--- src/source/dwarf_line_pkg.sv ---
// DWARF line-table accelerator shared definitions
// Bus lane codes, register map, opcodes, field widths and the structs between blocks

package dwarf_line_pkg;

    // Lane codes of the host write and read strobes
    localparam logic [1:0] RW_8_BIT  = 2'h0;
    localparam logic [1:0] RW_16_BIT = 2'h1;
    localparam logic [1:0] RW_32_BIT = 2'h2;
    localparam logic [1:0] RW_NONE   = 2'h3;

    localparam logic [5:0] REG_PROGRAM_HEADER    = 6'h0;
    localparam logic [5:0] REG_PROGRAM_CODE      = 6'h1;
    localparam logic [5:0] REG_AM_ADDRESS        = 6'h2;
    localparam logic [5:0] REG_AM_FILE_DISCRIM   = 6'h3;
    localparam logic [5:0] REG_AM_LINE_COL_FLAGS = 6'h4;
    localparam logic [5:0] REG_STATUS            = 6'h5;

    // Standard opcodes from DWARF v5
    localparam logic [7:0] DW_LNS_COPY               = 8'h01;
    localparam logic [7:0] DW_LNS_ADVANCE_PC         = 8'h02;
    localparam logic [7:0] DW_LNS_ADVANCE_LINE       = 8'h03;
    localparam logic [7:0] DW_LNS_SET_FILE           = 8'h04;
    localparam logic [7:0] DW_LNS_SET_COLUMN         = 8'h05;
    localparam logic [7:0] DW_LNS_NEGATE_STMT        = 8'h06;
    localparam logic [7:0] DW_LNS_SET_BASIC_BLOCK    = 8'h07;
    localparam logic [7:0] DW_LNS_FIXED_ADVANCE_PC   = 8'h09;
    localparam logic [7:0] DW_LNS_SET_PROLOGUE_END   = 8'h0A;
    localparam logic [7:0] DW_LNS_SET_EPILOGUE_BEGIN = 8'h0B;
    localparam logic [7:0] DW_LNS_SET_ISA            = 8'h0C;

    // Extended opcodes follow a zero byte and a LEB128 length
    localparam logic [7:0] EXTENDED_OPCODE_START    = 8'h00;
    localparam logic [7:0] DW_LNE_END_SEQUENCE      = 8'h01;
    localparam logic [7:0] DW_LNE_SET_ADDRESS       = 8'h02;
    localparam logic [7:0] DW_LNE_SET_DISCRIMINATOR = 8'h04;

    localparam int OPERAND_WIDTH = 28;
    localparam int ADDRESS_WIDTH = 28;
    localparam int FILE_WIDTH    = 16;
    localparam int LINE_WIDTH    = 16;
    localparam int COLUMN_WIDTH  = 10;
    localparam int DISCRIM_WIDTH = 16;

    // Operand states are ordered so that the next byte is the next value
    typedef enum logic [4:0] {
        STATE_READY,
        STATE_EXTENDED_OPCODE,
        STATE_PAUSE_COPY,
        STATE_PAUSE_END,
        STATE_LEB_BYTE0,
        STATE_LEB_BYTE1,
        STATE_LEB_BYTE2,
        STATE_LEB_BYTE3,
        STATE_LEB_OVERFLOW,
        STATE_U16_BYTE0,
        STATE_U16_BYTE1,
        STATE_U64_BYTE0,
        STATE_U64_BYTE1,
        STATE_U64_BYTE2,
        STATE_U64_BYTE3,
        STATE_U64_BYTE4,
        STATE_U64_BYTE5,
        STATE_U64_BYTE6,
        STATE_U64_BYTE7,
        STATE_EXEC
    } parse_state_t;

    typedef enum logic [2:0] {
        INSTR_NOP,
        INSTR_ADVANCE_PC,
        INSTR_ADVANCE_LINE,
        INSTR_SET_FILE,
        INSTR_SET_COLUMN,
        INSTR_EXTENDED,
        INSTR_SET_ADDRESS,
        INSTR_SET_DISCRIMINATOR
    } instr_t;

    typedef struct packed {
        logic        write_header;
        logic        write_code;
        logic        write_status;
        logic [1:0]  width;
        logic [31:0] data;
    } host_cmd_t;

    typedef struct packed {
        logic         parse_byte;
        parse_state_t state;
        logic         exec;
        instr_t       instr;
        logic [7:0]   std_opcode;
        logic         in_end_pause;
        logic         paused;
    } parse_step_t;

    typedef struct packed {
        logic [ADDRESS_WIDTH-1:0] address;
        logic [FILE_WIDTH-1:0]    file;
        logic [LINE_WIDTH-1:0]    line;
        logic [COLUMN_WIDTH-1:0]  column;
        logic [DISCRIM_WIDTH-1:0] discriminator;
        logic                     is_stmt;
        logic                     basic_block;
        logic                     end_sequence;
        logic                     prologue_end;
        logic                     epilogue_begin;
    } am_regs_t;

endpackage

--- src/source/code_buffer.sv ---
// Code buffer
// Holds the last code word written by the host and hands out one byte per cycle

`timescale 1ns/1ps

module code_buffer import dwarf_line_pkg::*; (
    input  logic        clk,
    input  logic        reset_this_cycle,
    input  host_cmd_t   cmd,
    input  parse_step_t step,
    output logic [7:0]  current_byte,
    output logic        byte_valid
);
    logic [31:0] code_word;
    logic [1:0]  code_width;
    logic [2:0]  ptr;

    // The pointer runs one past the last byte so a drained buffer is visible
    always_ff @(posedge clk) begin
        if (reset_this_cycle || cmd.write_header) begin
            code_width <= RW_NONE;
            ptr        <= 3'd0;
        end else if (cmd.write_code) begin
            code_width <= cmd.width;
            ptr        <= 3'd0;
        end else if (step.parse_byte) begin
            ptr <= ptr + 3'd1;
        end
    end

    always_ff @(posedge clk) begin
        if (cmd.write_code) begin
            case (cmd.width)
                RW_8_BIT:  code_word <= {24'h0, cmd.data[7:0]};
                RW_16_BIT: code_word <= {16'h0, cmd.data[15:0]};
                default:   code_word <= cmd.data;
            endcase
        end
    end

    assign current_byte = ptr[2] ? 8'h00 : code_word[ptr[1:0]*8 +: 8];

    always_comb begin
        case (ptr)
            3'd0:       byte_valid = code_width != RW_NONE;
            3'd1:       byte_valid = code_width == RW_16_BIT || code_width == RW_32_BIT;
            3'd2, 3'd3: byte_valid = code_width == RW_32_BIT;
            default:    byte_valid = 1'b0;
        endcase
    end

endmodule

--- src/source/opcode_sequencer.sv ---
// Opcode sequencer
// Parse FSM that decodes opcodes, steps through operand bytes and pauses on emitted rows

`timescale 1ns/1ps

module opcode_sequencer import dwarf_line_pkg::*; (
    input  logic        clk,
    input  logic        reset_this_cycle,
    input  host_cmd_t   cmd,
    input  logic [7:0]  current_byte,
    input  logic        byte_valid,
    output parse_step_t step,
    output logic        emit_row,
    output logic        user_interrupt
);
    parse_state_t state;
    parse_state_t state_next;
    instr_t       instr;
    instr_t       instr_next;
    logic         write_any;
    logic         paused;
    logic         exec;
    logic         parse_byte;
    logic         parse_std;
    logic         parse_ext;
    logic         leb_last;

    // Any host write stalls the parser for that cycle
    assign write_any  = cmd.width != RW_NONE;
    assign paused     = state == STATE_PAUSE_COPY || state == STATE_PAUSE_END;
    assign exec       = !write_any && state == STATE_EXEC;
    assign parse_byte = !write_any && !paused && state != STATE_EXEC && byte_valid;
    assign parse_std  = parse_byte && state == STATE_READY;
    assign parse_ext  = parse_byte && state == STATE_EXTENDED_OPCODE;
    assign leb_last   = !current_byte[7];

    always_comb begin
        state_next = state;
        instr_next = instr;
        if (exec) begin
            // The length of an extended opcode has been read, so the opcode comes next
            state_next = instr == INSTR_EXTENDED ? STATE_EXTENDED_OPCODE : STATE_READY;
        end else if (parse_std) begin
            case (current_byte)
                DW_LNS_COPY: state_next = STATE_PAUSE_COPY;
                DW_LNS_ADVANCE_PC: begin
                    state_next = STATE_LEB_BYTE0;
                    instr_next = INSTR_ADVANCE_PC;
                end
                DW_LNS_ADVANCE_LINE: begin
                    state_next = STATE_LEB_BYTE0;
                    instr_next = INSTR_ADVANCE_LINE;
                end
                DW_LNS_SET_FILE: begin
                    state_next = STATE_LEB_BYTE0;
                    instr_next = INSTR_SET_FILE;
                end
                DW_LNS_SET_COLUMN: begin
                    state_next = STATE_LEB_BYTE0;
                    instr_next = INSTR_SET_COLUMN;
                end
                DW_LNS_FIXED_ADVANCE_PC: begin
                    state_next = STATE_U16_BYTE0;
                    instr_next = INSTR_ADVANCE_PC;
                end
                // The ISA operand is parsed and thrown away
                DW_LNS_SET_ISA: begin
                    state_next = STATE_LEB_BYTE0;
                    instr_next = INSTR_NOP;
                end
                EXTENDED_OPCODE_START: begin
                    state_next = STATE_LEB_BYTE0;
                    instr_next = INSTR_EXTENDED;
                end
                default: ;
            endcase
        end else if (parse_ext) begin
            case (current_byte)
                DW_LNE_END_SEQUENCE: state_next = STATE_PAUSE_END;
                DW_LNE_SET_ADDRESS: begin
                    state_next = STATE_U64_BYTE0;
                    instr_next = INSTR_SET_ADDRESS;
                end
                DW_LNE_SET_DISCRIMINATOR: begin
                    state_next = STATE_LEB_BYTE0;
                    instr_next = INSTR_SET_DISCRIMINATOR;
                end
                default: state_next = STATE_READY;
            endcase
        end else if (parse_byte) begin
            case (state)
                STATE_LEB_BYTE0, STATE_LEB_BYTE1, STATE_LEB_BYTE2:
                    state_next = leb_last ? STATE_EXEC : parse_state_t'(state + 5'd1);
                STATE_LEB_BYTE3, STATE_LEB_OVERFLOW:
                    state_next = leb_last ? STATE_EXEC : STATE_LEB_OVERFLOW;
                STATE_U16_BYTE1, STATE_U64_BYTE7: state_next = STATE_EXEC;
                // Remaining fixed-width bytes step to the following byte state
                default: state_next = parse_state_t'(state + 5'd1);
            endcase
        end
    end

    always_ff @(posedge clk) begin
        if (reset_this_cycle || cmd.write_header || cmd.write_status) begin
            state <= STATE_READY;
            instr <= INSTR_NOP;
        end else begin
            state <= state_next;
            instr <= instr_next;
        end
    end

    // The interrupt survives a header write and is only acknowledged through STATUS
    always_ff @(posedge clk) begin
        if (reset_this_cycle || cmd.write_status) begin
            user_interrupt <= 1'b0;
        end else if (parse_byte && (state_next == STATE_PAUSE_COPY ||
                                    state_next == STATE_PAUSE_END)) begin
            user_interrupt <= 1'b1;
        end
    end

    assign emit_row = paused;

    assign step.parse_byte   = parse_byte;
    assign step.state        = state;
    assign step.exec         = exec;
    assign step.instr        = instr;
    assign step.std_opcode   = parse_std ? current_byte : 8'h00;
    assign step.in_end_pause = state == STATE_PAUSE_END;
    assign step.paused       = paused;

endmodule

--- src/source/operand_assembler.sv ---
// Operand assembler
// Builds LEB128 and little-endian fixed-width operands one byte per cycle

`timescale 1ns/1ps

module operand_assembler import dwarf_line_pkg::*; (
    input  logic                     clk,
    input  logic                     reset_this_cycle,
    input  host_cmd_t                cmd,
    input  parse_step_t              step,
    input  logic [7:0]               current_byte,
    output logic [OPERAND_WIDTH-1:0] operand
);
    logic                     leb_signed;
    logic [OPERAND_WIDTH-1:0] fill;

    // Only advance_line carries a signed LEB operand
    assign leb_signed = step.instr == INSTR_ADVANCE_LINE;
    assign fill       = {OPERAND_WIDTH{leb_signed && current_byte[6]}};

    always_ff @(posedge clk) begin
        if (reset_this_cycle || cmd.write_header) begin
            operand <= '0;
        end else if (step.parse_byte) begin
            case (step.state)
                STATE_LEB_BYTE0: operand <= {fill[27:7], current_byte[6:0]};
                STATE_LEB_BYTE1: operand <= {fill[27:14], current_byte[6:0], operand[6:0]};
                STATE_LEB_BYTE2: operand <= {fill[27:21], current_byte[6:0], operand[13:0]};
                STATE_LEB_BYTE3: operand <= {current_byte[6:0], operand[20:0]};
                STATE_U16_BYTE0, STATE_U64_BYTE0: operand <= {20'h0, current_byte};
                STATE_U16_BYTE1, STATE_U64_BYTE1:
                    operand <= {12'h0, current_byte, operand[7:0]};
                STATE_U64_BYTE2: operand <= {4'h0, current_byte, operand[15:0]};
                // Upper address bytes fall outside the 28-bit operand
                STATE_U64_BYTE3: operand <= {current_byte[3:0], operand[23:0]};
                default: ;
            endcase
        end
    end

endmodule

--- src/source/abstract_machine.sv ---
// Line-table abstract machine
// State registers updated by executed instructions, flag opcodes and STATUS acknowledges

`timescale 1ns/1ps

module abstract_machine import dwarf_line_pkg::*; (
    input  logic                     clk,
    input  logic                     reset_this_cycle,
    input  host_cmd_t                cmd,
    input  parse_step_t              step,
    input  logic [OPERAND_WIDTH-1:0] operand,
    input  logic                     default_is_stmt,
    output am_regs_t                 am
);
    logic [ADDRESS_WIDTH-1:1] address;
    logic [FILE_WIDTH-1:0]    file;
    logic [LINE_WIDTH-1:0]    line;
    logic [COLUMN_WIDTH-1:0]  column;
    logic [DISCRIM_WIDTH-1:0] discriminator;
    logic                     is_stmt;
    logic                     basic_block;
    logic                     prologue_end;
    logic                     epilogue_begin;
    logic                     end_restart;
    logic                     row_clear;
    logic [OPERAND_WIDTH-1:0] adder_src;
    logic [OPERAND_WIDTH-1:0] adder_sum;

    assign end_restart = cmd.write_status && step.in_end_pause;
    assign row_clear   = cmd.write_status && step.paused;

    // advance_pc and advance_line never execute together, so one adder serves both
    assign adder_src = step.instr == INSTR_ADVANCE_PC ? {address, 1'b0} : {12'h0, line};
    assign adder_sum = adder_src + operand;

    always_ff @(posedge clk) begin
        if (reset_this_cycle || cmd.write_header || end_restart) begin
            address <= '0;
            file    <= 16'd1;
            line    <= 16'd1;
            column  <= '0;
        end else if (step.exec) begin
            case (step.instr)
                INSTR_ADVANCE_PC:   address <= adder_sum[ADDRESS_WIDTH-1:1];
                INSTR_SET_ADDRESS:  address <= operand[ADDRESS_WIDTH-1:1];
                INSTR_ADVANCE_LINE: line <= adder_sum[LINE_WIDTH-1:0];
                INSTR_SET_FILE:     file <= operand[FILE_WIDTH-1:0];
                INSTR_SET_COLUMN:   column <= operand[COLUMN_WIDTH-1:0];
                default: ;
            endcase
        end
    end

    always_ff @(posedge clk) begin
        if (reset_this_cycle || cmd.write_header) begin
            is_stmt        <= !reset_this_cycle && cmd.data[0];
            basic_block    <= 1'b0;
            prologue_end   <= 1'b0;
            epilogue_begin <= 1'b0;
            discriminator  <= '0;
        end else if (row_clear) begin
            // Per-row values clear once the host has taken the row
            basic_block    <= 1'b0;
            prologue_end   <= 1'b0;
            epilogue_begin <= 1'b0;
            discriminator  <= '0;
            if (step.in_end_pause) begin
                is_stmt <= default_is_stmt;
            end
        end else begin
            if (step.exec && step.instr == INSTR_SET_DISCRIMINATOR) begin
                discriminator <= operand[DISCRIM_WIDTH-1:0];
            end
            case (step.std_opcode)
                DW_LNS_NEGATE_STMT:        is_stmt <= !is_stmt;
                DW_LNS_SET_BASIC_BLOCK:    basic_block <= 1'b1;
                DW_LNS_SET_PROLOGUE_END:   prologue_end <= 1'b1;
                DW_LNS_SET_EPILOGUE_BEGIN: epilogue_begin <= 1'b1;
                default: ;
            endcase
        end
    end

    assign am.address        = {address, 1'b0};
    assign am.file           = file;
    assign am.line           = line;
    assign am.column         = column;
    assign am.discriminator  = discriminator;
    assign am.is_stmt        = is_stmt;
    assign am.basic_block    = basic_block;
    // The flag is set for exactly as long as the end pause lasts
    assign am.end_sequence   = step.in_end_pause;
    assign am.prologue_end   = prologue_end;
    assign am.epilogue_begin = epilogue_begin;

endmodule

--- src/source/register_readback.sv ---
// Register readback
// Formats machine state into bus words and masks the lanes outside the read width

`timescale 1ns/1ps

module register_readback import dwarf_line_pkg::*; (
    input  logic [5:0]  address,
    input  logic [1:0]  data_read,
    input  am_regs_t    am,
    input  logic        default_is_stmt,
    input  logic        emit_row,
    output logic [31:0] data_out
);
    logic [31:0] word;

    always_comb begin
        case (address)
            REG_PROGRAM_HEADER:  word = {31'h0, default_is_stmt};
            REG_AM_ADDRESS:      word = {4'h0, am.address};
            REG_AM_FILE_DISCRIM: word = {am.discriminator, am.file};
            REG_AM_LINE_COL_FLAGS: begin
                word = {1'b0, am.epilogue_begin, am.prologue_end, am.end_sequence,
                        am.basic_block, am.is_stmt, am.column, am.line};
            end
            REG_STATUS:          word = {31'h0, emit_row};
            default:             word = 32'h0;
        endcase
    end

    assign data_out[7:0]   = data_read != RW_NONE ? word[7:0] : 8'h00;
    assign data_out[15:8]  = (data_read == RW_16_BIT || data_read == RW_32_BIT) ?
                             word[15:8] : 8'h00;
    assign data_out[31:16] = data_read == RW_32_BIT ? word[31:16] : 16'h0000;

endmodule

--- src/source/dwarf_line_accel.sv ---
// DWARF line-table accelerator top level
// Decodes host register writes and ties the parser, operand path and abstract machine together

`timescale 1ns/1ps

module dwarf_line_accel import dwarf_line_pkg::*; (
    input  logic        clk,
    input  logic        reset_this_cycle,
    input  logic [5:0]  address,
    input  logic [31:0] data_in,
    input  logic [1:0]  data_write,
    input  logic [1:0]  data_read,
    output logic [31:0] data_out,
    output logic        user_interrupt
);
    host_cmd_t                cmd;
    parse_step_t              step;
    am_regs_t                 am;
    logic                     write_any;
    logic                     default_is_stmt;
    logic                     emit_row;
    logic                     byte_valid;
    logic [7:0]               current_byte;
    logic [OPERAND_WIDTH-1:0] operand;

    assign write_any        = data_write != RW_NONE;
    assign cmd.write_header = write_any && address == REG_PROGRAM_HEADER;
    assign cmd.write_code   = write_any && address == REG_PROGRAM_CODE;
    assign cmd.write_status = write_any && address == REG_STATUS;
    assign cmd.width        = data_write;
    assign cmd.data         = data_in;

    // Only default_is_stmt of the program header affects execution
    always_ff @(posedge clk) begin
        if (reset_this_cycle) begin
            default_is_stmt <= 1'b0;
        end else if (cmd.write_header) begin
            default_is_stmt <= data_in[0];
        end
    end

    code_buffer code_buffer_i (
        .clk(clk), .reset_this_cycle(reset_this_cycle), .cmd(cmd), .step(step),
        .current_byte(current_byte), .byte_valid(byte_valid)
    );

    opcode_sequencer opcode_sequencer_i (
        .clk(clk), .reset_this_cycle(reset_this_cycle), .cmd(cmd),
        .current_byte(current_byte), .byte_valid(byte_valid), .step(step),
        .emit_row(emit_row), .user_interrupt(user_interrupt)
    );

    operand_assembler operand_assembler_i (
        .clk(clk), .reset_this_cycle(reset_this_cycle), .cmd(cmd), .step(step),
        .current_byte(current_byte), .operand(operand)
    );

    abstract_machine abstract_machine_i (
        .clk(clk), .reset_this_cycle(reset_this_cycle), .cmd(cmd), .step(step),
        .operand(operand), .default_is_stmt(default_is_stmt), .am(am)
    );

    register_readback register_readback_i (
        .address(address), .data_read(data_read), .am(am),
        .default_is_stmt(default_is_stmt), .emit_row(emit_row), .data_out(data_out)
    );

endmodule

--- config.mk ---
export PLATFORM = sky130hd
export DESIGN_NAME = dwarf_line_accel
export DESIGN_NICKNAME = d
export VERILOG_FILES = /design/src/source/dwarf_line_pkg.sv /design/src/source/code_buffer.sv /design/src/source/opcode_sequencer.sv /design/src/source/operand_assembler.sv /design/src/source/abstract_machine.sv /design/src/source/register_readback.sv /design/src/source/dwarf_line_accel.sv
export SDC_FILE = /design/constraint.sdc
export NUM_CORES = 1
export LEC_CHECK = 0
export BUFFER_PORTS_ARGS = -buffer_cell sky130_fd_sc_hd__buf_2
export CAP_MARGIN = 10
export CORE_ASPECT_RATIO = 1.75
export CORE_UTILIZATION = 45
export DETAILED_ROUTE_END_ITERATION = 6
export GPL_TIMING_DRIVEN = 0
export SETUP_SLACK_MARGIN = 0.1
export SYNTH_ARGS = -nofsm -noshare
export SYNTH_HDL_FRONTEND = slang
export SYNTH_SLANG_ARGS = --single-unit
--- constraint.sdc ---
create_clock -name clk -period 4.9 [get_ports clk]
set_input_delay 0.735 -clock clk [delete_from_list [all_inputs] [get_ports clk]]
set_output_delay 0.735 -clock clk [all_outputs]
set_load 0.01 [all_outputs]
After elaboration in Yosys (flattened, before gate mapping)
Index checks and enable logic that the tools add are counted.

storage, ports and cells
  word-level logic and storage cells = 184
  bits in registers = 164
  memory bits (read-only) = 0
  bits in latches = 0
  memories kept = 0
  RAM bits = 0
  output and inout bits = 33

operators by class
  multiply operators = 0
  reduce and logical (&&, ||, !) cells = 66
  shift operators = 1
  bitwise logic cells = 7
  div/mod/pow operators = 0
  magnitude comparators = 0
  $add $sub $neg = 3
  muxes and demuxes = 29
  eq/ne operators = 55

operator list
  cell                                                                   count
  28-bit case mux with 8 select lines                                    1
  32-bit case mux with 5 select lines                                    1
  32-bit case mux with 2 select lines                                    1
  27-bit case mux with 2 select lines                                    1
  5-bit by 4-bit equality test with 1-bit output, second input constant  7
  8-bit by 3-bit equality test with 1-bit output, second input constant  4
  8-bit by 4-bit equality test with 1-bit output, second input constant  4
  8-bit two-way mux                                                      4
  32-bit by 6-bit indexed part select with 8-bit output                  1
  5-bit two-way mux                                                      6
  5-bit case mux with 3 select lines                                     2
  28-bit adder                                                           1
  28-bit two-way mux                                                     1
  5-bit by 2-bit equality test with 1-bit output, second input constant  4
  5-bit by 3-bit equality test with 1-bit output, second input constant  4
  3-bit case mux with 6 select lines                                     1
  8-bit by 2-bit equality test with 1-bit output, second input constant  2
  16-bit two-way mux                                                     1
  2-bit OR reduction                                                     8
  1-bit logical AND                                                      15
  3-bit by 2-bit equality test with 1-bit output, second input constant  4
  3-bit equality test, second input constant                             4
  6-bit by 2-bit equality test with 1-bit output, second input constant  2
  6-bit by 3-bit equality test with 1-bit output, second input constant  2
  other kinds (42)                                                       80

Longest topological paths before layout
Gate-level depths: netlist of the first run.

  word-level depth = 13
  gate-level depth with buffers = 15
  mapped depth without buffers = 12

Modules after synthesis
From an unflattened synthesis of the first run, not the netlist that was laid out.

second synthesis, totals
  cells, all modules = 1391
  area total of the unflattened synthesis = 11130.7 um^2

by module, submodules not included
  module             cells an instance  area an instance (um^2)  times used
  abstract_machine   761                5495.3                   1
  code_buffer        119                1666.6                   1
  operand_assembler  169                1601.5                   1
  opcode_sequencer   172                1222.4                   1
  register_readback  158                1048.5                   1
  dwarf_line_accel   12                 96.3                     1

Worst setup path before layout of the first run
OpenSTA, ideal clock, no wires.

  kind = register to register
  from = register opcode_sequencer_i.instr[2]
  to = register abstract_machine_i.address[27] (netlist name)
  buffers on the path = 3
  cell stages (with the launch flop) = 15
  slack = 0.992 ns
  setup time = 0.125 ns
  arrival = 3.782 ns
  clock period less this slack = 3.908 ns
  required time = 4.775 ns
  cell sequence = dfxtp_1 clkbuf_1 nor3b_1 clkbuf_1 mux2_2 ha_1 clkbuf_1 nand2_1 a2111oi_0 o2111a_1 o21ai_0 a21oi_1 mux2_2 a31oi_1 a211oi_1

on the way
  cells in the longest elaborated chain, start to end = 4

RTL lines
  element                                         line                                            text
  start: declaration                              opcode_sequencer.sv:18                          instr_t instr;
  start signal: assignment                        opcode_sequencer.sv:109                         instr <= instr_next;
  3-bit by 1-bit equality test with 1-bit output  abstract_machine.sv:33, abstract_machine.sv:43
  28-bit two-way mux                              abstract_machine.sv:33                          assign adder_src = step.instr == INSTR_ADVANCE_PC ? {address, 1'b0} : {12'h0, line};
  28-bit adder                                    abstract_machine.sv:34                          assign adder_sum = adder_src + operand;
  27-bit case mux with 2 select lines             abstract_machine.sv:43                          case (step.instr)
  end signal: assignment                          abstract_machine.sv:44                          INSTR_ADVANCE_PC: address <= adder_sum[ADDRESS_WIDTH-1:1];
  end signal: assignment                          abstract_machine.sv:45                          INSTR_SET_ADDRESS: address <= operand[ADDRESS_WIDTH-1:1];
  end: declaration                                abstract_machine.sv:15                          logic [ADDRESS_WIDTH-1:1] address;

Several ways; a longest one is shown, not always the timed one.
A chain may end at the register's enable or synchronous reset.

Worst setup path in the final report of the first run
  from = register opcode_sequencer_i.instr[2]
  to = register abstract_machine_i.address[25] (netlist name)

The elaborated chain is that of the path after synthesis.

==> results.yml, run 1 <==
global_routing:
  grt_pass1_wl_um: 54000
  antenna_found_initial: 0
  grtUsageTotal: 0.325
  grt_pass1_vias: 9861
  grt_remaining_overflow: 0
  grt_max_degree: 36
routing:
  wire_per_inst_um: 21.6
  highest_layer: "met4"
  wl_met3_um: 1580
  dr_wl_met2_um: 18800
  ant_nets: 0
  vias: 9977
  remaining_drc_errors: 0
  routedLengthMet1_um: 12200
  drt_iter0_drc: 573
  firstDrtPassIters: 5
  vias_per_cell: 5.97
  wl_um: 36000
pwr:
  cellLeakagePower_nw: 4.05
  peakVddDrop_uv: 225
  power_density_nw_per_um2: 256
timing:
  rsz0062_at_grt: "false"
  whs_ns: 0.451
  hold_viol: 0
  fin_tns_setup_ns: 0
  tightest_slew_ns: 1.01
  fin_skew_ns: 0.00875
  max_freq_mhz: 215
  period_share: 0.948
  slew_headroom: 0.327
  finalSetupViolCount: 0
  slew_viol_final: 0
  fin_crit_ns: 4.64
floorplanning:
  dieArea_um2: 22900
  boundaryPins: 77
  rows: 71
  die_w_um: 115
  die_h_um: 199
  start_util: 0.462
  fp.coreArea_um2: 21700
yosys:
  synthTopCellsByArea: "dfxtp_1, edfxtp_1, a21oi_1, nand2_1, nor2_1"
  synthFlopType: "dfxtp_1"
  ys_warn_count: 0
  synth_nets: 1356
  ys_seq_area_frac: 0.361
  synth_area_um2: 10000
  synth_area_leader_cell: "dfxtp_1"
  syn_avg_cell_area_um2: 7.87
  ys_ff_latch: 164
  synth_edf_count: 33
  syn_inst: 1271
  ys_types: 73
  synth.top_cell.area_share: 0.262
  synth-async-reset-ratio: 0
setup_path:
  path_common_cell: "clkbuf_1"
  slowest_stage: "o31ai_2"
  max_stage_delay_ns: 0.43
  crit_path_start_kind: "register"
  endpoint_kind: "register"
  worst_ep_required_time_ns: 5.18
  worstPathArrival_ns: 4.92
  rrSetupSlack_ns: 0.26
  cp_cell_sequence: "clkbuf_1 > nor3b_4 > clkbuf_2 > mux2_2 > ha_1 > clkbuf_1 > nand2_1 > a2111oi_0 > buf_2 > o21ai_0 > a21oi_1 > nor4_1 > o31ai_2 > mux2i_1 > a211oi_1"
  path_class: "register to register"
  path_max_fanout: 10
layout:
  final_nets: 1450
  final_common_cell: "nand2_1"
  fin_cells: 1670
  drive_above_1_share: 0.125
  syn2layout_area_growth_pct: 14.0
  fin_area_um2: 11400
  layout_common_cells: "nand2_1, a21oi_1, nor2_1"
  antennaDiodeCount: 0
clock_tree:
  cts_tree: "built"
  cts_setup_buffers: 0
  cts_root_buffer: "clkbuf_16"
  cts_sinks: 164
  clkLatencyLatePin_ns: 0.44
  cts.reportedPaths.clkPinSlew_ns: 0.07
  htree_levels: 4
  numCtsBuffers: 17
  clockBufferDepth: 2
  postCtsHoldBufs: 0
placed_design:
  placed_area_um2: 10800
  port_buffers: 73
  dp_hpwl_um: 27800
  dp_cells: 1637
  gp_congestion: 0.987
status:
  status: "finished clean"
job:
  cap_violations: 0
hold_path:
  hold_class: "register to register"
[final timing paths]
check	startpoint	to	cells past startpoint
worst max-delay path	opcode_sequencer_i.instr[2]	abstract_machine_i.address[25]	15
worst min register to register	abstract_machine_i.discriminator[6]	abstract_machine_i.discriminator[6]	2
worst max register to register	opcode_sequencer_i.instr[2]	abstract_machine_i.address[25]	15
worst min-delay path	abstract_machine_i.discriminator[6]	abstract_machine_i.discriminator[6]	2
[critical path, delay by kind of cell, from the launching register on]
family | cells | cell delay (ns)
AO/OA/AOI/OAI | 5 | 1.32
buffers and inverters | 4 | 1.18
AND/OR/NAND/NOR | 3 | 0.75
multiplexers | 2 | 0.63
flip-flops | 1 | 0.33
adder cells (fa/ha/maj) | 1 | 0.27
[per-stage QoR]
stage               setup WS (ns)  total power [mW]  utilization
floorplan                   0.992              1.47            -
global placement           -0.903              1.51        0.495
detailed placement         -0.294              1.51        0.497
CTS                         0.133              2.93        0.525
global route                0.114              2.99        0.526
finish                      0.255              2.92        0.526
[cell usage after synthesis (7+ instances only)]
cell type / n
a211oi_1: 10
a21o_1: 10
a21oi_1: 165
a221oi_1: 10
a22oi_1: 29
a311oi_1: 9
a31oi_1: 11
and2_1: 40
and3_1: 12
buf_1: 8
clkbuf_1: 71
dfxtp_1: 131
edfxtp_1: 33
ha_1: 40
inv_1: 23
mux2_2: 16
mux4_2: 7
nand2_1: 203
nand2b_1: 10
nand3_1: 32
nand3b_1: 7
nor2_1: 149
nor2b_1: 18
nor3_1: 21
nor3b_1: 7
o211ai_1: 9
o21ai_0: 41
o221a_2: 15
o22ai_1: 15
xnor2_1: 16
xor2_1: 7
[power breakdown]
group	internal, mW	switching [mW]	leakage (nW)	total [mW]
Clock	0.827	0.611	0.304	1.44
Sequential	1.38	0.00170	1.33	1.38
Combinational	0.0335	0.0703	2.42	0.104
[registers in the layout, summed over array words and instances (netlist names)]
name and count:
abstract_machine_i.is_stmt 1, opcode_sequencer_i.instr 3, abstract_machine_i.line 16, abstract_machine_i.column 10
default_is_stmt 1, operand_assembler_i.operand 28, abstract_machine_i.discriminator 16, code_buffer_i.code_word 32
opcode_sequencer_i.user_interrupt 1, abstract_machine_i.prologue_end 1, code_buffer_i.code_width 2, opcode_sequencer_i.state 5
abstract_machine_i.file 16, abstract_machine_i.address 27, abstract_machine_i.epilogue_begin 1, code_buffer_i.ptr 3
abstract_machine_i.basic_block 1
[metal layers]
metal | GRT usage | up-vias
li1 | - | 4757
met1 | 0.304 | 4692
met2 | 0.598 | 377
met3 | 0.0473 | 151
met4 | 0.298 | 0
met5 | 0 | -
[cells by family after synthesis]
kind of cell             synth area share
AO/OA/AOI/OAI                       0.236
AND/OR/NAND/NOR                     0.248
flip-flops                          0.361
XOR/XNOR                           0.0201
buffers and inverters              0.0421
adder cells (fa/ha/maj)            0.0520
multiplexers                       0.0414
[repair_timing]
item | 4_1_cts | 5_1_grt
endpoints found under the hold margin | 0 | 0
pin swaps | 0 | 0
gates resized for setup | 2 | 5
cloned | 0 | 0
endpoints found under the setup margin | 5 | 5
[final cells by class]
class	instances	area [µm²]
clock inverters	13	169
plain buffers	83	334
inverters	24	90.1
well taps	292	365
flip-flops and latches	164	3610
repair buffers	75	375
multi-input cells	1000	6010
clock buffers	19	444
fillers	2271	10300
No activity file was read; power rests on OpenSTA's default activity.
==> run 2, diff against run 1 <==
- ABC_AREA: unset -> 1
==> run 2 against run 1 <==
Compared with the run above:
- critical path depth increased by 1
- area after synthesis increased by 5.0%
- die area up 5.0%
- largest cell class unchanged
- critical endpoint is now abstract_machine_i.address[15]
- synthesized cell count increased by 20%
- clock power down 14%
- non-clock buffer count shrank 23
- final cell count increased by 16%
- fmax up 3.6%
==> results.yml, run 2 <==
status:
  status: "finished clean"
pwr:
  cellLeakagePower_nw: 5.31
  p_total_mw: 2.74
  power_density_nw_per_um2: 232
  peakVddDrop_uv: 238
yosys:
  syn_avg_cell_area_um2: 6.87
  synth_edf_count: 33
  synth_fa_ha_area_frac: 0.0495
  synth.top_cell.area_share: 0.249
  synth_xor_xnor_area_share: 0.0208
  synth-compound-area-share: 0.211
  yosys.area_share.simple: 0.259
  synth_area_um2: 10500
  ys_seq_area_frac: 0.344
  synthTopCellsByArea: "dfxtp_1, nand2_1, edfxtp_1, inv_1, a21oi_1"
  synth_nets: 1615
  synthFlopType: "dfxtp_1"
  synth_area_leader_cell: "dfxtp_1"
  syn_inst: 1530
  synth_top_family_by_area: "simple AND/OR/NAND/NOR gates"
  ys_ff_latch: 164
  ys_warn_count: 0
  ys_types: 53
  yosysMostFrequentCell: "nand2_1"
  synthMuxAreaShare: 0
  synth_top_cells_by_count: "nand2_1, inv_1, a21oi_1"
  synth-async-reset-ratio: 0
global_routing:
  gr-max-usage-layer: "met2"
  grtUsageTotal: 0.302
  grt_pass1_vias: 10200
  met2_usage: 0.568
  grt_pass1_wl_um: 54700
  grt.met1_usage: 0.286
  grt_max_degree: 17
  antenna_found_initial: 0
  grt_use_met3: 0.0497
  grt_remaining_overflow: 0
timing:
  fin_skew_ns: 0.0148
  period_share: 0.915
  rsz0062_at_grt: "false"
  finalSetupViolCount: 0
  slew_viol_final: 0
  slew_headroom: 0.337
  hold_viol: 0
  fin_crit_ns: 4.48
  tightest_slew_ns: 0.991
  max_freq_mhz: 223
layout:
  largest_reg_flops: 32
  final_nets: 1710
  final_common_cell: "nand2_1"
  antennaDiodeCount: 0
  drive_above_1_share: 0.119
  top_regs: "code_buffer_i.code_word: 32 flops, operand_assembler_i.operand: 28 flops, abstract_machine_i.address: 27 flops"
  regMostFlops: "code_buffer_i.code_word"
  finish.utilization: 0.517
  fin_area_um2: 11800
  seqCellArea_um2: 3610
  layout_common_cells: "nand2_1, inv_1, a21oi_1"
  multi_input_comb_area_um2: 5680
  num-fill-cells: 2395
  fin_cells: 1938
  syn2layout_area_growth_pct: 12.4
clock_tree:
  cts_root_buffer: "clkbuf_16"
  post_cts_resized: 0
  cts_tree: "built"
  cts_setup_buffers: 0
  cts_sinks: 164
  clkLatencyLatePin_ns: 0.45
  cts.reportedPaths.clkPinSlew_ns: 0.07
  htree_levels: 4
  postCtsHoldBufs: 0
  clockBufferDepth: 2
  numCtsBuffers: 17
routing:
  wl_um: 35600
  wire_per_inst_um: 18.4
  vias_per_cell: 5.44
  drt_iter0_drc: 656
  vias: 10500
  firstDrtPassIters: 5
  remaining_drc_errors: 0
  ant_nets: 0
setup_path:
  max_stage_delay_ns: 0.56
  path_max_fanout: 10
  crit_path_start_kind: "register"
  path_common_cell: "a21oi_1"
  cp_cell_sequence: "inv_1 > nor2_1 > nand2_1 > inv_1 > clkbuf_1 > o21ai_0 > ha_1 > a21oi_1 > nand2_1 > a21oi_1 > o21bai_1 > a21oi_1 > o21ai_0 > xor2_1 > o21ai_0 > a21oi_1"
  rr_startpoint: "opcode_sequencer_i.instr[0]"
  worstPathArrival_ns: 4.78
  endpoint_kind: "register"
  path_class: "register to register"
  slowest_stage: "clkbuf_1"
  cp-startpoint: "opcode_sequencer_i.instr[0]"
  rr_worst_depth: 16
  worst_ep_required_time_ns: 5.19
placed_design:
  gp_congestion: 1.00
  port_buffers: 74
  dp_hpwl_um: 28600
  placed_area_um2: 11300
  dp_cells: 1906
job:
  cap_violations: 0
hold_path:
  hold_class: "register to register"
  holdPathStages: 2
  min_from: "abstract_machine_i.prologue_end"
floorplanning:
  die_h_um: 204
  die_w_um: 118
  rows: 73
  dieArea_um2: 24000
  start_util: 0.460
  fp.coreArea_um2: 22800
  boundaryPins: 77
run 2: changes by cell type after synthesis, sizes merged, moves of 29 or more:
cell    before  now
o21ai       43  122
and2        40    0
clkbuf      72   43
nand2      203  351
nand3       32   66
inv         24  245
run 2: routing by layer:
layer | vias to the layer above | routed length (µm)
met4 | 0 | 2980
met5 | - | 0
met2 | 399 | 18600
met1 | 4752 | 12500
met3 | 150 | 1570
li1 | 5245 | -
run 2: worst paths after layout:
check	end	slack, ns
worst min-delay path	abstract_machine_i.prologue_end	0.45
worst max-delay path	abstract_machine_i.address[15]	0.42
worst min register to register	abstract_machine_i.prologue_end	0.45
worst max register to register	abstract_machine_i.address[15]	0.42
run 2: metrics by stage:
stage | hold slack (ns) | setup slack (ns) | TNS (ns)
after floorplan | 0.424 | 0.898 | 0
after global placement | 0.437 | -0.587 | -8.21
after detailed placement | 0.440 | 0.647 | 0
after CTS | 0.446 | 0.626 | 0
after global routing | 0.450 | 0.225 | 0
final | 0.454 | 0.416 | 0
run 2: critical path: cells and delay by family, from the launching register on:
| family | cells | cell delay [ns] |
|---|---|---|
| compound gates | 8 | 1.98 |
| fa+ha+maj | 1 | 0.39 |
| xor+xnor | 1 | 0.21 |
| simple gates | 3 | 0.43 |
| flops | 1 | 0.33 |
| buf+inv | 3 | 1.01 |
run 2: cell type report:
class / instances / share of cell area
well taps: 300 / 0.0318
repair buffers: 76 / 0.0329
clock inverters: 14 / 0.00879
plain buffers: 59 / 0.0248
multi-input cells: 1061 / 0.481
clock buffers: 18 / 0.0363
flip-flops and latches: 164 / 0.306
inverters: 246 / 0.0790
run 2: logic make-up after synthesis:
family | after synthesis
simple gates | 620
compound gates | 375
buf+inv | 305
flops | 164
fa+ha+maj | 41
xor+xnor | 25
run 2: power breakdown:
group / internal, mW / switching (mW) / total [mW]
clock: 0.649 / 0.595 / 1.24
sequential: 1.38 / 0.00227 / 1.38
combinational: 0.0339 / 0.0810 / 0.115
==> run 3, diff against run 2 <==
- GPL_TIMING_DRIVEN: 0 -> 1
==> run 3 against run 2 <==
Compared with the run above:
- register-to-register slack improved by 0.80 ns
- via count fell by 2.2%
- setup slack improved by 0.72 ns
- clock power up 3%
- sequential share of layout area is 0.50 points higher
- worst hold slack worse by 0.0017 ns
- non-clock buffer count shrank 47
- highest routed layer unchanged
==> results.yml, run 3 (synthesis results as in run 2) <==
timing:
  fin_skew_ns: 0.00825
  tightest_slew_ns: 0.886
  max_freq_mhz: 265
  finalSetupViolCount: 0
  rsz0062_at_grt: "false"
  fin_crit_ns: 3.77
  hold_viol: 0
  fin_tns_setup_ns: 0
  whs_ns: 0.452
  slew_viol_final: 0
  period_share: 0.769
  slew_headroom: 0.409
clock_tree:
  post_cts_resized: 0
  cts_tree: "built"
  cts_setup_buffers: 0
  htree_levels: 4
  clockBufferDepth: 2
  clkLatencyLatePin_ns: 0.45
  cts_sinks: 164
  postCtsHoldBufs: 0
  numCtsBuffers: 17
  cts_root_buffer: "clkbuf_16"
  cts.reportedPaths.clkPinSlew_ns: 0.06
routing:
  vias_per_cell: 5.46
  firstDrtPassIters: 5
  wire_per_inst_um: 18.6
  ant_nets: 0
  wl_um: 35100
  vias: 10300
  remaining_drc_errors: 0
  drt_iter0_drc: 722
setup_path:
  worst_ep_required_time_ns: 4.16
  cpLargestDelayFamily: "simple AND/OR/NAND/NOR gates"
  cp-startpoint: "address[5]"
  max_stage_delay_ns: 0.66
  slowest_stage: "nor2_1"
  rr_startpoint: "opcode_sequencer_i.instr[2]"
  path_class: "input port to output pin"
  crit_path_start_kind: "input port"
  cp_cell_sequence: "buf_2 > nor2_1 > nand3_1 > nor2_1 > buf_4 > nand2_1 > o211ai_1 > nand2_1 > inv_1 > buf_2"
  path_max_fanout: 13
  worstPathArrival_ns: 3.03
  cp.buffers_inverters: 4
  endpoint_kind: "output pin"
floorplanning:
  fp.coreArea_um2: 22800
  start_util: 0.460
  rows: 73
  die_w_um: 118
  boundaryPins: 77
  die_h_um: 204
  dieArea_um2: 24000
layout:
  antennaDiodeCount: 0
  final_nets: 1663
  regMostFlops: "code_buffer_i.code_word"
  num-fill-cells: 2404
  syn2layout_area_growth_pct: 10.6
  top_regs: "code_buffer_i.code_word: 32 flops, operand_assembler_i.operand: 28 flops, abstract_machine_i.address: 27 flops"
  final_common_cell: "nand2_1"
  drive_above_1_share: 0.121
  largest_reg_flops: 32
  layout_common_cells: "nand2_1, inv_1, a21oi_1"
global_routing:
  antenna_found_initial: 0
  grt_max_degree: 47
  grtUsageTotal: 0.303
  grt_pass1_vias: 9975
  grt_remaining_overflow: 0
  grt_pass1_wl_um: 54800
status:
  status: "finished clean"
hold_path:
  hold_class: "register to register"
  min_from: "opcode_sequencer_i.user_interrupt"
placed_design:
  port_buffers: 76
  gp_congestion: 0.947
  dp_hpwl_um: 27200
pwr:
  peakVddDrop_uv: 231
  power_density_nw_per_um2: 239
  cellLeakagePower_nw: 5.27
job:
  cap_violations: 0
==> run 3: changes by cell type in the layout (fill, tap and decap cells not counted), sizes merged <==
cell      change
clkbuf       -42
buf           -4
clkinvlp      -4
clkinv        +3
bufinv        +1
inv           -1
==> run 3: final timing paths <==
path                                       end  slack [ns]  depth (start not counted)
max reg2reg     abstract_machine_i.address[19]        1.22                         18
min          opcode_sequencer_i.user_interrupt        0.45                          2
min reg2reg  opcode_sequencer_i.user_interrupt        0.45                          2
max                               data_out[27]        1.13                         10
==> run 3: routing by layer <==
| layer | up-vias | wire (µm) | track usage |
|---|---|---|---|
| met3 | 121 | 1330 | 0.0377 |
| met2 | 301 | 18500 | 0.571 |
| met4 | 0 | 2840 | 0.244 |
| li1 | 5145 | - | - |
| met1 | 4750 | 12400 | 0.294 |
| met5 | - | 0 | 0 |
==> run 3: area by class of cell <==
class                      count  area [µm²]  share of cell area
clock buffer                  19         443              0.0381
clock inverter                13         111             0.00958
inverter                     246         933              0.0803
multi-input combinational   1061        5680               0.488
sequential                   164        3610               0.311
tap                          300         375              0.0323
timing repair buffer          88         470              0.0405
==> run 3: worst reg2reg max path: stages (launching register included) <==
cell	delay, ns
dfxtp_1	0.31
buf_4	0.26
inv_1	0.10
nand2_1	0.13
inv_1	0.24
o21ai_0	0.40
ha_1	0.29
nand3_1	0.09
nand2_1	0.09
a21oi_1	0.28
o21bai_1	0.18
a21oi_1	0.37
o21ai_0	0.27
nand2_1	0.18
nand2_1	0.06
nand2_1	0.05
nand3_1	0.06
nand2_1	0.09
a21oi_1	0.05
==> run 3: stage by stage <==
step                power [mW]  instance area, µm²   util  std cells  setup WS [ns]
floorplan                 1.48               10500      -       1530          0.898
global placement          1.52               11100  0.485       1859           1.17
detailed placement        1.52               11100  0.485       1859           1.17
CTS                       2.80               11600  0.509       1891           1.17
global route              2.86               11600  0.509       1891          0.968
finish                    2.78               11600  0.509       1891           1.13
==> run 3: power breakdown <==
group          switching, mW  leakage, nW  internal (mW)  total (mW)
clock                  0.576        0.270          0.709        1.28
sequential           0.00274         1.33           1.38        1.38
combinational         0.0760         3.67         0.0316       0.108
total                  0.654         5.27           2.12        2.78
